## config.mk

```make
export PLATFORM = sky130hd
export DESIGN_NAME = tcb_lib_multiplexer
export DESIGN_NICKNAME = d
export VERILOG_FILES = /design/src/rtl/tcb_pkg.sv /design/src/rtl/tcb_lib_multiplexer.sv
export SDC_FILE = /design/constraint.sdc
export NUM_CORES = 1
export LEC_CHECK = 0
export BUFFER_PORTS_ARGS = -buffer_cell sky130_fd_sc_hd__buf_2
export CORE_AREA = 5 5 125 127
export DETAILED_ROUTE_END_ITERATION = 16
export DIE_AREA = 0 0 130 132
export GPL_ROUTABILITY_DRIVEN = 0
export PLACE_DENSITY = 0.48
export SYNTH_ARGS = -nofsm -noshare
export SYNTH_HDL_FRONTEND = slang
export SYNTH_SLANG_ARGS = --single-unit
```

## constraint.sdc

```tcl
create_clock -name clk -period 2.2 [get_ports clk]
set_input_delay 0.44 -clock clk [delete_from_list [all_inputs] [get_ports clk]]
set_output_delay 0.44 -clock clk [all_outputs]
set_load 0.05 [all_outputs]
```

## src/rtl/tcb_pkg.sv

```systemverilog
// shared TCB bus definitions for the arbiter project
// imported by the multiplexer, memory and top level

package tcb_pkg;

  ////////////////////////////////////////////////////////////
  // bus widths
  ////////////////////////////////////////////////////////////

  // address width in bits
  localparam int unsigned TCB_AW = 10;
  // data width in bits
  localparam int unsigned TCB_DW = 32;
  // one byte enable per data byte
  localparam int unsigned TCB_BW = TCB_DW / 8;

  ////////////////////////////////////////////////////////////
  // protocol
  ////////////////////////////////////////////////////////////

  // read response delay after the transfer edge, in cycles
  localparam int unsigned TCB_DLY = 1;

  // transfer opcode
  typedef enum logic {
    TCB_READ  = 1'b0,
    TCB_WRITE = 1'b1
  } tcb_op_t;

endpackage

```

## src/rtl/tcb_lib_multiplexer.sv

```systemverilog
// routes the granted manager's request to the single subordinate
// and steers the delayed response back to the manager that issued it
// sel comes from the arbiter, xfr goes back to it

`timescale 1ns/1ps

module tcb_lib_multiplexer #(
  // number of managers
  parameter  int unsigned IFN = 3,
  localparam int unsigned IFL = (IFN > 1) ? $clog2(IFN) : 1
) (
  input  logic                                  clk,
  input  logic                                  rst_n,
  // grant from the arbiter
  input  logic [IFL-1:0]                        sel,
  // manager side requests
  input  logic [IFN-1:0]                        man_vld,
  input  tcb_pkg::tcb_op_t [IFN-1:0]            man_op,
  input  logic [IFN-1:0][tcb_pkg::TCB_AW-1:0]   man_adr,
  input  logic [IFN-1:0][tcb_pkg::TCB_BW-1:0]   man_ben,
  input  logic [IFN-1:0][tcb_pkg::TCB_DW-1:0]   man_wdt,
  // manager side responses
  output logic [IFN-1:0]                        man_rdy,
  output logic [IFN-1:0][tcb_pkg::TCB_DW-1:0]   man_rdt,
  // subordinate side request
  output logic                                  sub_vld,
  output tcb_pkg::tcb_op_t                      sub_op,
  output logic [tcb_pkg::TCB_AW-1:0]            sub_adr,
  output logic [tcb_pkg::TCB_BW-1:0]            sub_ben,
  output logic [tcb_pkg::TCB_DW-1:0]            sub_wdt,
  // subordinate side response
  input  logic                                  sub_rdy,
  input  logic [tcb_pkg::TCB_DW-1:0]            sub_rdt,
  // transfer strobe for the arbiter
  output logic                                  xfr
);

  import tcb_pkg::*;

  ////////////////////////////////////////////////////////////
  // request path
  ////////////////////////////////////////////////////////////

  // granted manager drives the subordinate
  assign sub_vld = man_vld[sel];
  assign sub_op  = man_op [sel];
  assign sub_adr = man_adr[sel];
  assign sub_ben = man_ben[sel];
  assign sub_wdt = man_wdt[sel];

  // ready only to the granted manager, and only while it asks
  always_comb begin
    man_rdy      = '0;
    man_rdy[sel] = sub_rdy & man_vld[sel];
  end

  // vld and rdy both high
  assign xfr = sub_vld & sub_rdy;

  ////////////////////////////////////////////////////////////
  // response delay line
  ////////////////////////////////////////////////////////////

  // one stage per cycle of subordinate latency
  logic [TCB_DLY-1:0] rsp_vld;
  logic [IFL-1:0]     rsp_sel [TCB_DLY];

  // response pending flags
  always_ff @(posedge clk or negedge rst_n) begin
    if (!rst_n) begin
      rsp_vld <= '0;
    end else begin
      rsp_vld[0] <= xfr;
      for (int i = 1; i < TCB_DLY; i++) begin
        rsp_vld[i] <= rsp_vld[i-1];
      end
    end
  end

  // owner of each response in flight
  always_ff @(posedge clk) begin
    rsp_sel[0] <= sel;
    for (int i = 1; i < TCB_DLY; i++) begin
      rsp_sel[i] <= rsp_sel[i-1];
    end
  end

  // last stage picks the receiver, others read zero
  always_comb begin
    man_rdt = '0;
    if (rsp_vld[TCB_DLY-1]) begin
      man_rdt[rsp_sel[TCB_DLY-1]] = sub_rdt;
    end
  end

endmodule

```

**Word level (Yosys, flattened, before mapping)**

Memory sizes are Yosys's and may differ from the RTL's.
Index checks and enable logic that the tools add are counted.
Widths: inputs -> output; s select.

- Register bits: 1
- Bits in latches: 0
- RAM bits: 2
- Memory bits (read-only): 0
- Input port bits: 181
- Output and inout bits: 148
- Memories: 1

- Add/sub/neg operators: 0
- $mul: 0
- Divide/modulo/power cells: 0
- Magnitude comparators: 4
- Equality and inequality tests: 0
- Shifts and indexed selects: 0
- Multiplexer cells: 15
- Bitwise logic cells: 3
- Reduce and logical (&&, ||, !) cells: 2

Memories:

| name | depth | bits a word | rd ports | clocked after Yosys merged registers in | write ports | RTL line | source |
|---|---|---|---|---|---|---|---|
| rsp_sel | 1 | 2 | 1 | 0 | 1 | tcb_lib_multiplexer.sv:66 | `logic [IFL-1:0] rsp_sel [TCB_DLY];` |

Operators by type and width:

| kind | count |
|---|---|
| $and 96x96->96 | 1 |
| $mux 96 | 1 |
| $bmux 32 s2 | 1 |
| $demux 32 s2 | 1 |
| $mux 32 | 2 |
| $bmux 10 s2 | 1 |
| $mux 10 | 1 |
| $bmux 4 s2 | 1 |
| $lt 2x3->1 const B | 2 |
| $bmux 1 s2 | 2 |
| $ge 2x1->1 const B | 2 |
| $mux 4 | 1 |
| $and 3x3->3 | 1 |
| $mux 1 | 3 |
| $demux 1 s2 | 1 |
| $logic_and 1x1->1 | 2 |
| $and 1x1->1 | 1 |

**Depth between registers and ports, before layout**

Gate-level depths: netlist of run 1.

- Depth after elaboration: 6
- Gate-level depth with buffers: 5
- Gate-level depth less buffers: 2

**Worst setup path after synthesis of run 1**

No wires, ideal clock.

- Path type: input to output
- Start: input port sel[1]
- End: output port man_rdy[0]
- Data arrival time: 1.951 ns
- Data required time: 1.760 ns
- Path slack: -0.191 ns
- Stages: 3
- Buffers on the path: 2
- Cells stage by stage: buf_4 -> buf_4 -> nor3b_1

- Cells in the longest elaborated chain, start to end: 5
- Elaborated cells between the ends (all ways): 9
- Classes of those cells: order compare (2); mux (4); bitwise (2); reduce/logical (1)

Ends and longest elaborated chain:

| what | RTL line | source |
|---|---|---|
| from (decl) | tcb_lib_multiplexer.sv:15 | `input logic [IFL-1:0] sel,` |
| $lt 2x3->1 (not written as such) or $ge 2x1->1 (tied branches) | tcb_lib_multiplexer.sv:54 | `man_rdy[sel] = sub_rdy & man_vld[sel];` |
| $logic_and 1x1->1 (not written as such) | tcb_lib_multiplexer.sv:54 |  |
| $mux 1 (not written as such) | tcb_lib_multiplexer.sv:54 |  |
| $demux 1 s2 | tcb_lib_multiplexer.sv:54 |  |
| $and 3x3->3 (no line) (*) | -- |  |
| to (decl) | tcb_lib_multiplexer.sv:23 | `output logic [IFN-1:0] man_rdy,` |

Mark *: on every way between the ends. The rest lies on a longest branch, timed or not. The select of a mux whose other input is x is not followed.

**Worst setup path in the final report of run 1**

- Start: input port sel[1]
- End: output port sub_wdt[31] (netlist name)

- Cells in the longest elaborated chain, start to end: 2

Ends and longest elaborated chain:

| what | RTL line | source |
|---|---|---|
| $bmux 32 s2 | tcb_lib_multiplexer.sv:49 | `assign sub_wdt = man_wdt[sel];` |
| $mux 32 (not written as such) | tcb_lib_multiplexer.sv:49 |  |
| to (decl) | tcb_lib_multiplexer.sv:30 | `output logic [tcb_pkg::TCB_DW-1:0] sub_wdt,` |

No other way between the ends. The select of a mux whose other input is x is not followed.

==> run summary, run 1 <==
ANT nets after route: 0
Share of total power in combinational logic: 0.744
Gr usage total: 0.120
Share of cells above drive strength 1: 0.626
FMAX: 0.510 GHz
Synth cell types: 19
Nets: 765
Commonest non-fill, non-tap cell in the layout: buf_2
Chip width: 130 um
Crit. End Element: primary output
H-tree level count: 1
TritonRoute pass-1 iters: 4
Clk pwr share: 0.212
Post-DP HPWL: 10400 um
CTS Buf Count: 3
Post-DR wirelength/cell: 15.3 um
Internal power: 0.000630 W
Critical path arrival: 1.52 ns
Most frequent cells in the layout: buf_2, nor2_1, mux2i_1
Top post-synthesis cells by area: mux2i_1, nor2_1, o2bb2ai_2
Port Buffers: 328
# setup viols final: 0
Worst min path class: in2reg
Sw frac: 0.531
Tcrit/Tclk final: 0.892
Status: completed
Drt first-iter violations: 62
Synth warn: 0
Non-filler instance count after layout: 767
Maxcap violations: 0
Most used cell, CP: buf_12
# DRC: 0
Pleak: 2.22 nW
Relative slew slack: 0.728
Critical path cell sequence: buf_2 > buf_12 > mux2i_1 > o2bb2ai_1 > buf_12
Critical path class: in2out
Vias per cell: 4.02
First-pass GRT wire length: 16500 um
Starting Density: 0.130
Power per cell area: 351 nW/um2
P_sw: 0.000714 W
Synth top area share: 0.259
Final number of hold-violating endpoints: 0
# diodes: 0
Crit start category: input pin
Post-CTS Setup Inserts: 0
Tightest Pin Transition: 0.408 ns
Data required, critical path: 1.76 ns
Register area share after synthesis: 0.0351
Die area: 17200 um2
Placed insts: 762
Hold_ws: 0.408 ns
VDD IR max: 0.213 mV
Vias: 3087
Clk pin slew, worst setup/hold paths: 0.03 ns
Synth area leader: mux2i_1
Routed WL: 11700 um
CORE AREA: 14300 um2
Final Max Slew Viols: 0
Max incr delay on CP: 0.31 ns
Largest net degree at the start of global routing: 33
RSZ-0062 raised after global routing: no
Ports: 329
GR Overflow Total: 0
Syn avg cell area: 6.92 um2
Initial antenna violation count: 2
Flop and latch count out of synthesis: 3
Net count after synthesis: 449
Post-Route Setup TNS: 0 ns
Area Growth Syn to Fin: 106%
Crit-path slowest cell: mux2i_1
Worst Hold Path Cells: 1
Clock tree buffer depth: 2
Filler instances: 1602
CTS root buf: clkbuf_16
Synth Instances: 268
Crit path max fanout: 30
Vias in the first global route: 2927
Chip height: 132 um
Reg power frac: 0.044
Clk sink count: 3
Row cnt: 44
Mapped Area: 1860 um2
Min Tclk post-route: 1.96 ns
TritonCTS clock tree: yes
[worst paths after layout]
check,start,to,slack (ns)
worst max-delay path,sel[1],sub_wdt[31],0.24
worst min-delay path,sel[0],rsp_sel[0][0],0.41
max in group asynchronous,rst_n,rsp_vld,1.56
min in group asynchronous,rst_n,rsp_vld,0.56
[synthesized netlist by cell type]
master     instances
buf_2             18
or2_1              1
dfxtp_1            2
nor2b_4            1
o2bb2ai_1         28
o2bb2ai_2         20
buf_4              2
clkbuf_1           3
nand2_1           33
buf_6              5
dfrtp_1            1
mux2i_1           48
inv_1              1
nor3b_1            1
nand4b_1           1
nor2_1            97
o21ai_0            1
buf_12             2
nand2b_1           3
[registers in the layout (all words and copies together), names as in the netlist]
register  flops
rsp_sel       2
rsp_vld       1
[stage by stage]
stage                     utilization  worst slack [ns]  total power [W]  area (um2)
after floorplan                     -             0.125         0.000709        1860
after global placement          0.261             0.233          0.00107        3740
after detailed placement        0.261             0.221          0.00107        3740
after CTS                       0.267             0.206          0.00136        3830
after global routing            0.267             0.136          0.00141        3830
final                           0.267             0.238          0.00134        3830
[power by group through the flow]
stage / Sequential, W / Clock [W] / Combinational (W)
finish: 0.0000595 / 0.000285 / 0.00100
global placement: 0.0000601 / 0 / 0.00101
CTS: 0.0000595 / 0.000288 / 0.00101
floorplan: 0.0000607 / 0 / 0.000648
detailed placement: 0.0000602 / 0 / 0.00101
global route: 0.0000597 / 0.000292 / 0.00106
[cell families after synthesis]
kind of cell           synth area share
AND/OR/NAND/NOR                   0.293
AO/OA/AOI/OAI                     0.297
multiplexers                      0.259
buffers and inverters             0.117
flip-flops                       0.0351
[what timing repair did]
action | 4_1_cts | 5_1_grt
hold endpoints to repair | 1 | 0
resized for setup | 0 | 0
hold buffers | 1 | 0
[area by class of cell]
class / count / area (um2) / share of cell area
Clock buffer: 4 / 78.8 / 0.0206
Inverter: 1 / 3.75 / 0.000981
Multi-Input combinational cell: 234 / 1580 / 0.413
Sequential cell: 3 / 65.1 / 0.0170
Tap cell: 184 / 230 / 0.0602
Timing Repair Buffer: 341 / 1870 / 0.489
[worst max-delay path: cells and delay by family]
family                 cells  cell delay, ns
AO/OA/AOI/OAI              1            0.17
buffers and inverters      3            0.57
multiplexers               1            0.31
[per-layer routing]
metal	GRT usage	vias to the layer above	routed length, um
met2	0.234	204	6000
li1	-	1560	-
met1	0.129	1309	4140
met3	0.0328	10	1460
met5	0	-	34
met4	0.0133	4	70
(Power assumes the default switching activity.)
==> run 2: changes to the inputs <==
--- a/config.mk
+++ b/config.mk
@@ -11,6 +11,7 @@
 export DIE_AREA = 0 0 130 132
 export GPL_ROUTABILITY_DRIVEN = 0
 export PLACE_DENSITY = 0.48
+export REMOVE_ABC_BUFFERS = 1
 export SYNTH_ARGS = -nofsm -noshare
 export SYNTH_HDL_FRONTEND = slang
 export SYNTH_SLANG_ARGS = --single-unit
==> run 2 against run 1 <==
Compared with the run above:
- sequential power about the same
- setup slack got worse by 0.11 ns
- clock power about the same
- critical endpoint is now sub_op
- largest power group unchanged
- largest cell class unchanged
- fmax is 5.5% lower
==> run summary, run 2 (same netlist as run 1, synthesis figures left out) <==
VDD IR max: 0.262 mV (was 0.213 mV)
TritonCTS clock tree: yes (unchanged)
Post-DR wirelength/cell: 15.3 um (about the same)
Placed insts: 764 (was 762)
# setup viols final: 0 (unchanged)
Routed WL: 11800 um (was 11700 um)
Chip height: 132 um (unchanged)
CORE AREA: 14300 um2 (unchanged)
Worst min path class: in2async (was in2reg)
Post-DP HPWL: 10500 um (was 10400 um)
Row cnt: 44 (unchanged)
Post-Route Setup TNS: 0 ns (unchanged)
Critical path cell sequence: buf_2 > buf_12 > nor2b_4 > buf_12 > o2bb2ai_1 > buf_2 (was buf_2 > buf_12 > mux2i_1 > o2bb2ai_1 > buf_12)
Worst Setup SP: sel[1] (unchanged)
CTS Buf Count: 3 (unchanged)
Gr usage total: 0.120 (about the same)
Share of cells above drive strength 1: 0.626 (about the same)
Largest net degree at the start of global routing: 49 (was 33)
Clk pin slew, worst setup/hold paths: 0.03 ns (about the same)
Vias per cell: 4.06 (was 4.02)
Status: completed (unchanged)
Resized Gates After CTS: 0 (unchanged)
Max incr delay on CP: 0.30 ns (was 0.31 ns)
Data required, critical path: 1.76 ns (about the same)
Die area: 17200 um2 (unchanged)
# DRC: 0 (unchanged)
Tightest Pin Transition: 0.364 ns (was 0.408 ns)
Non-filler instance count after layout: 769 (was 767)
Port Buffers: 328 (unchanged)
Vias: 3124 (was 3087)
Pleak: 2.24 nW (was 2.22 nW)
H-tree level count: 1 (unchanged)
Nets: 767 (was 765)
Chip width: 130 um (unchanged)
Critical path class: in2out (unchanged)
Final number of hold-violating endpoints: 0 (unchanged)
Area Growth Syn to Fin: 108% (was 106%)
Most frequent cells in the layout: buf_2, nor2_1, mux2i_1 (unchanged)
Drt first-iter violations: 51 (was 62)
CTS root buf: clkbuf_16 (unchanged)
Biggest regs: rsp_sel: 2 flops, rsp_vld: 1 flops (unchanged)
Final Max Slew Viols: 0 (unchanged)
Clock tree buffer depth: 2 (unchanged)
Starting Density: 0.130 (unchanged)
Critical path arrival: 1.64 ns (was 1.52 ns)
First-pass GRT wire length: 16500 um (about the same)
Ports: 329 (unchanged)
Tcrit/Tclk final: 0.944 (was 0.892)
Crit path max fanout: 48 (was 30)
TritonRoute pass-1 iters: 4 (unchanged)
ANT nets after route: 0 (unchanged)
Commonest non-fill, non-tap cell in the layout: buf_2 (unchanged)
Crit-path slowest cell: buf_2 (was mux2i_1)
Power per cell area: 352 nW/um2 (was 351 nW/um2)
Crit. End Element: primary output (unchanged)
Initial antenna violation count: 3 (was 2)
Biggest register: rsp_sel (unchanged)
Final Power: 0.00136 W (was 0.00134 W)
Relative slew slack: 0.757 (was 0.728)
Maxcap violations: 0 (unchanged)
Crit start category: input pin (unchanged)
PnR worst setup slack: 0.124 ns (was 0.238 ns)
Pre-CTS WS: 0.138 ns (was 0.221 ns)
Vias in the first global route: 2886 (was 2927)
Clk sink count: 3 (unchanged)
GR Overflow Total: 0 (unchanged)
# diodes: 0 (unchanged)
Min Tclk post-route: 2.08 ns (was 1.96 ns)
Max reg flops: 2 (unchanged)
RSZ-0062 raised after global routing: no (unchanged)
FMAX: 0.482 GHz (was 0.510 GHz)
-- run 2: cell count changes in the layout (fill, tap and decap cells not counted), sizes merged --
| cell | before | now |
|---|---|---|
| buf | 340 | 342 |
-- run 2: repair_timing --
item                                   CTS  global route
setup buffers                            0             0
hold buffers                             1             0
endpoints found under the hold margin    1             0
-- run 2: report_power, final --
| group | switching, W | internal [W] | leakage [nW] |
|---|---|---|---|
| sequential | 0.00000130 | 0.0000582 | 0.0301 |
| combinational | 0.000672 | 0.000347 | 2.17 |
| clock | 0.0000462 | 0.000239 | 0.0382 |
| total | 0.000719 | 0.000644 | 2.24 |
-- run 2: area by class of cell --
type / instances / area, um2
multi-input combinational: 234 / 1570
clock buffer: 4 / 78.8
timing repair buffer: 343 / 1920
fill: 1631 / 10400
tap: 184 / 230
inverter: 1 / 3.75
sequential: 3 / 65.1
-- run 2: layer usage --
metal	GRT usage	part of all wire	vias to the layer above
met5	0	0.0029	-
met4	0.0162	0.0091	6
met3	0.0401	0.13	12
met2	0.233	0.51	210
met1	0.126	0.34	1329
li1	-	-	1567
-- run 2: stage by stage --
step	hold slack (ns)	utilization	instance area, um2
5_1_grt	0.598	0.270	3870
2_1_floorplan	0.144	-	1640
6_report	0.564	0.270	3870
4_1_cts	0.598	0.270	3870
3_3_place_gp	0.232	0.264	3780
3_5_place_dp	0.227	0.264	3780
-- run 2: worst max-delay path: cells and delay by family --
family	cells	cell delay, ns
buffers and inverters	4	0.86
AO/OA/AOI/OAI	1	0.17
AND/OR/NAND/NOR	1	0.14
-- run 2: how the worst max path moves through the flow --
stage,endpoint,cells past startpoint
finish,sub_op,6
global route,sub_adr[7],6
CTS,sub_ben[1],6
detailed placement,sub_ben[1],6
global placement,sub_ben[1],6
floorplan,sub_adr[0],2
==> run 3: changes to the inputs <==
--- a/config.mk
+++ b/config.mk
@@ -5,12 +5,12 @@
 export SDC_FILE = /design/constraint.sdc
 export NUM_CORES = 1
 export LEC_CHECK = 0
-export BUFFER_PORTS_ARGS = -buffer_cell sky130_fd_sc_hd__buf_2
-export CORE_AREA = 5 5 125 127
+export CORE_AREA = 5 5 126 128
 export DETAILED_ROUTE_END_ITERATION = 16
-export DIE_AREA = 0 0 130 132
+export DIE_AREA = 0 0 131 133
+export DONT_BUFFER_PORTS = 1
 export GPL_ROUTABILITY_DRIVEN = 0
-export PLACE_DENSITY = 0.48
+export PLACE_DENSITY = 0.3
 export REMOVE_ABC_BUFFERS = 1
 export SYNTH_ARGS = -nofsm -noshare
 export SYNTH_HDL_FRONTEND = slang
==> run 3 against run 2 <==
Compared with the run above:
- total power is 1.5% higher
- utilization is 1.7 points lower
- first-iteration DRC count is 7.8% lower
- sequential power hardly changed
- cell count is 24% lower
- global-route usage is 1.6 points lower
- sequential share of layout area is 0.061 points higher
- fmax is 11% higher
- worst hold slack worse by 0.31 ns
- final area is 3.5% lower
- critical path depth is 2 lower
- non-clock buffer count is 189 lower
- critical endpoint is now man_rdt[41]
==> run summary, run 3 (same netlist as run 1, synthesis figures left out) <==
Vias in the first global route: 2561 (was 2886)
Share of cells above drive strength 1: 0.449 (was 0.626)
Chip width: 131 um (was 130 um)
Gr usage total: 0.104 (was 0.120)
Most used cell, CP: buf_4
Area Growth Syn to Fin: 101% (was 108%)
Commonest non-fill, non-tap cell in the layout: buf_4 (was buf_2)
Die area: 17400 um2 (was 17200 um2)
Critical path class: reg2out (was in2out)
# diodes: 0 (unchanged)
VDD IR max: 0.218 mV (was 0.262 mV)
Chip height: 133 um (was 132 um)
GR peak layer: met2 (unchanged)
P_sw: 0.000656 W (was 0.000719 W)
Max incr delay on CP: 0.31 ns (was 0.30 ns)
# setup viols final: 0 (unchanged)
Maxcap violations: 0 (unchanged)
Resized Gates After CTS: 0 (unchanged)
# DRC: 0 (unchanged)
Grt met3 use: 0.0355 (was 0.0401)
Nets: 578 (was 767)
Relative slew slack: 0.700 (was 0.757)
Crit. End Element: primary output (unchanged)
Ports: 329 (unchanged)
Crit path max fanout: 32 (was 48)
Met1 Usage GRT: 0.0936 (was 0.126)
Clock tree buffer depth: 2 (unchanged)
Largest net degree at the start of global routing: 54 (was 49)
Met2 GRT Util: 0.216 (was 0.233)
Data required, critical path: 1.76 ns (about the same)
Final Power: 0.00138 W (was 0.00136 W)
Tightest Pin Transition: 0.449 ns (was 0.364 ns)
Min Tclk post-route: 1.87 ns (was 2.08 ns)
H-tree level count: 1 (unchanged)
Pleak: 1.65 nW (was 2.24 nW)
Post-CTS Setup Inserts: 0 (unchanged)
ANT nets after route: 0 (unchanged)
Crit start category: flop (was input pin)
Vias per cell: 4.21 (was 4.06)
TritonRoute pass-1 iters: 4 (unchanged)
Tcrit/Tclk final: 0.852 (was 0.944)
Internal power: 0.000728 W (was 0.000644 W)
Biggest register: rsp_sel (unchanged)
RSZ-0062 raised after global routing: no (unchanged)
Port Buffers: 0 (was 328)
Final number of hold-violating endpoints: 0 (unchanged)
Post-DR wirelength/cell: 18.0 um (was 15.3 um)
Final Max Slew Viols: 0 (unchanged)
Clk sink count: 3 (unchanged)
Starting Density: 0.126 (was 0.130)
FMAX: 0.534 GHz (was 0.482 GHz)
Clk pwr share: 0.210 (was 0.209)
CTS root buf: clkbuf_16 (unchanged)
TritonCTS clock tree: yes (unchanged)
Vias: 2456 (was 3124)
Post-Route Setup TNS: 0 ns (unchanged)
Reg power frac: 0.043 (was 0.044)
Util after Layout: 0.253 (was 0.270)
Share of total power in combinational logic: 0.747 (about the same)
Critical path cell sequence: buf_4 > nand2_1 > nor2_1 > buf_4 (was buf_2 > buf_12 > nor2b_4 > buf_12 > o2bb2ai_1 > buf_2)
Filler instances: 1649 (was 1631)
Hold-fix buffers, CTS: 1 (unchanged)
Hold_ws: 0.252 ns (was 0.564 ns)
Routed WL: 10500 um (was 11800 um)
Critical path arrival: 1.43 ns (was 1.64 ns)
Status: completed (unchanged)
Post-DP HPWL: 9370 um (was 10500 um)
Crit-path slowest cell: dfrtp_1 (was buf_2)
Sw frac: 0.474 (was 0.527)
Row cnt: 45 (was 44)
GR Overflow Total: 0 (unchanged)
Max reg flops: 2 (unchanged)
Clk pin slew, worst setup/hold paths: 0.03 ns (about the same)
Initial antenna violation count: 0 (was 3)
Drt first-iter violations: 47 (was 51)
Most frequent cells in the layout: buf_4, nor2_1, buf_12 (was buf_2, nor2_1, mux2i_1)
Power per cell area: 371 nW/um2 (was 352 nW/um2)
Worst min path class: in2reg (was in2async)
CTS Buf Count: 3 (unchanged)
First-pass GRT wire length: 14500 um (was 16500 um)
Biggest regs: rsp_sel: 2 flops, rsp_vld: 1 flops (unchanged)
CORE AREA: 14800 um2 (was 14300 um2)
## run 3: per-layer routing
layer	part of all wire	wire length, um	vias up
met2	0.54	5700	208
met4	0.0089	94	0
met1	0.30	3180	1056
met3	0.15	1550	6
met5	0	0	-
li1	-	-	1186
## run 3: path summary, 6_finish.rpt
| check | slack (ns) | endpoint | cells past startpoint | startpoint |
|---|---|---|---|---|
| worst max-delay path | 0.33 | man_rdt[41] | 4 | rsp_vld |
| max in group asynchronous | 1.67 | rsp_vld | 1 | rst_n |
| min in group asynchronous | 0.43 | rsp_vld | 1 | rst_n |
| worst min-delay path | 0.25 | rsp_sel[0][0] | 0 | sel[0] |
## run 3: critical path, delay by kind of cell, from the launching register on
family	cells	cell delay [ns]
buffers and inverters	2	0.52
flip-flops	1	0.31
AND/OR/NAND/NOR	2	0.36
## run 3: per-stage QoR
stage               instances  instance area [um2]  setup slack (ns)
floorplan                 238                 1640           0.00792
global placement          579                 3640             0.524
global route              584                 3730             0.250
CTS                       584                 3730             0.337
detailed placement        579                 3640             0.506
finish                    584                 3730             0.326
## run 3: power groups by stage
stage	Sequential (W)	Combinational, W	Clock (W)
finish	0.0000595	0.00103	0.000290
global route	0.0000600	0.00107	0.000300
CTS	0.0000595	0.00105	0.000296
detailed placement	0.0000602	0.00104	0
global placement	0.0000601	0.00104	0
floorplan	0.0000667	0.000575	0
## run 3: final cells by class
type                            instances  area [um2]  area share
Clock buffer                            4        78.8      0.0211
Sequential cell                         3        65.1      0.0174
Timing Repair Buffer                  154        1770       0.475
Tap cell                              188         235      0.0630
Inverter                                1        3.75     0.00101
Multi-Input combinational cell        234        1580       0.423
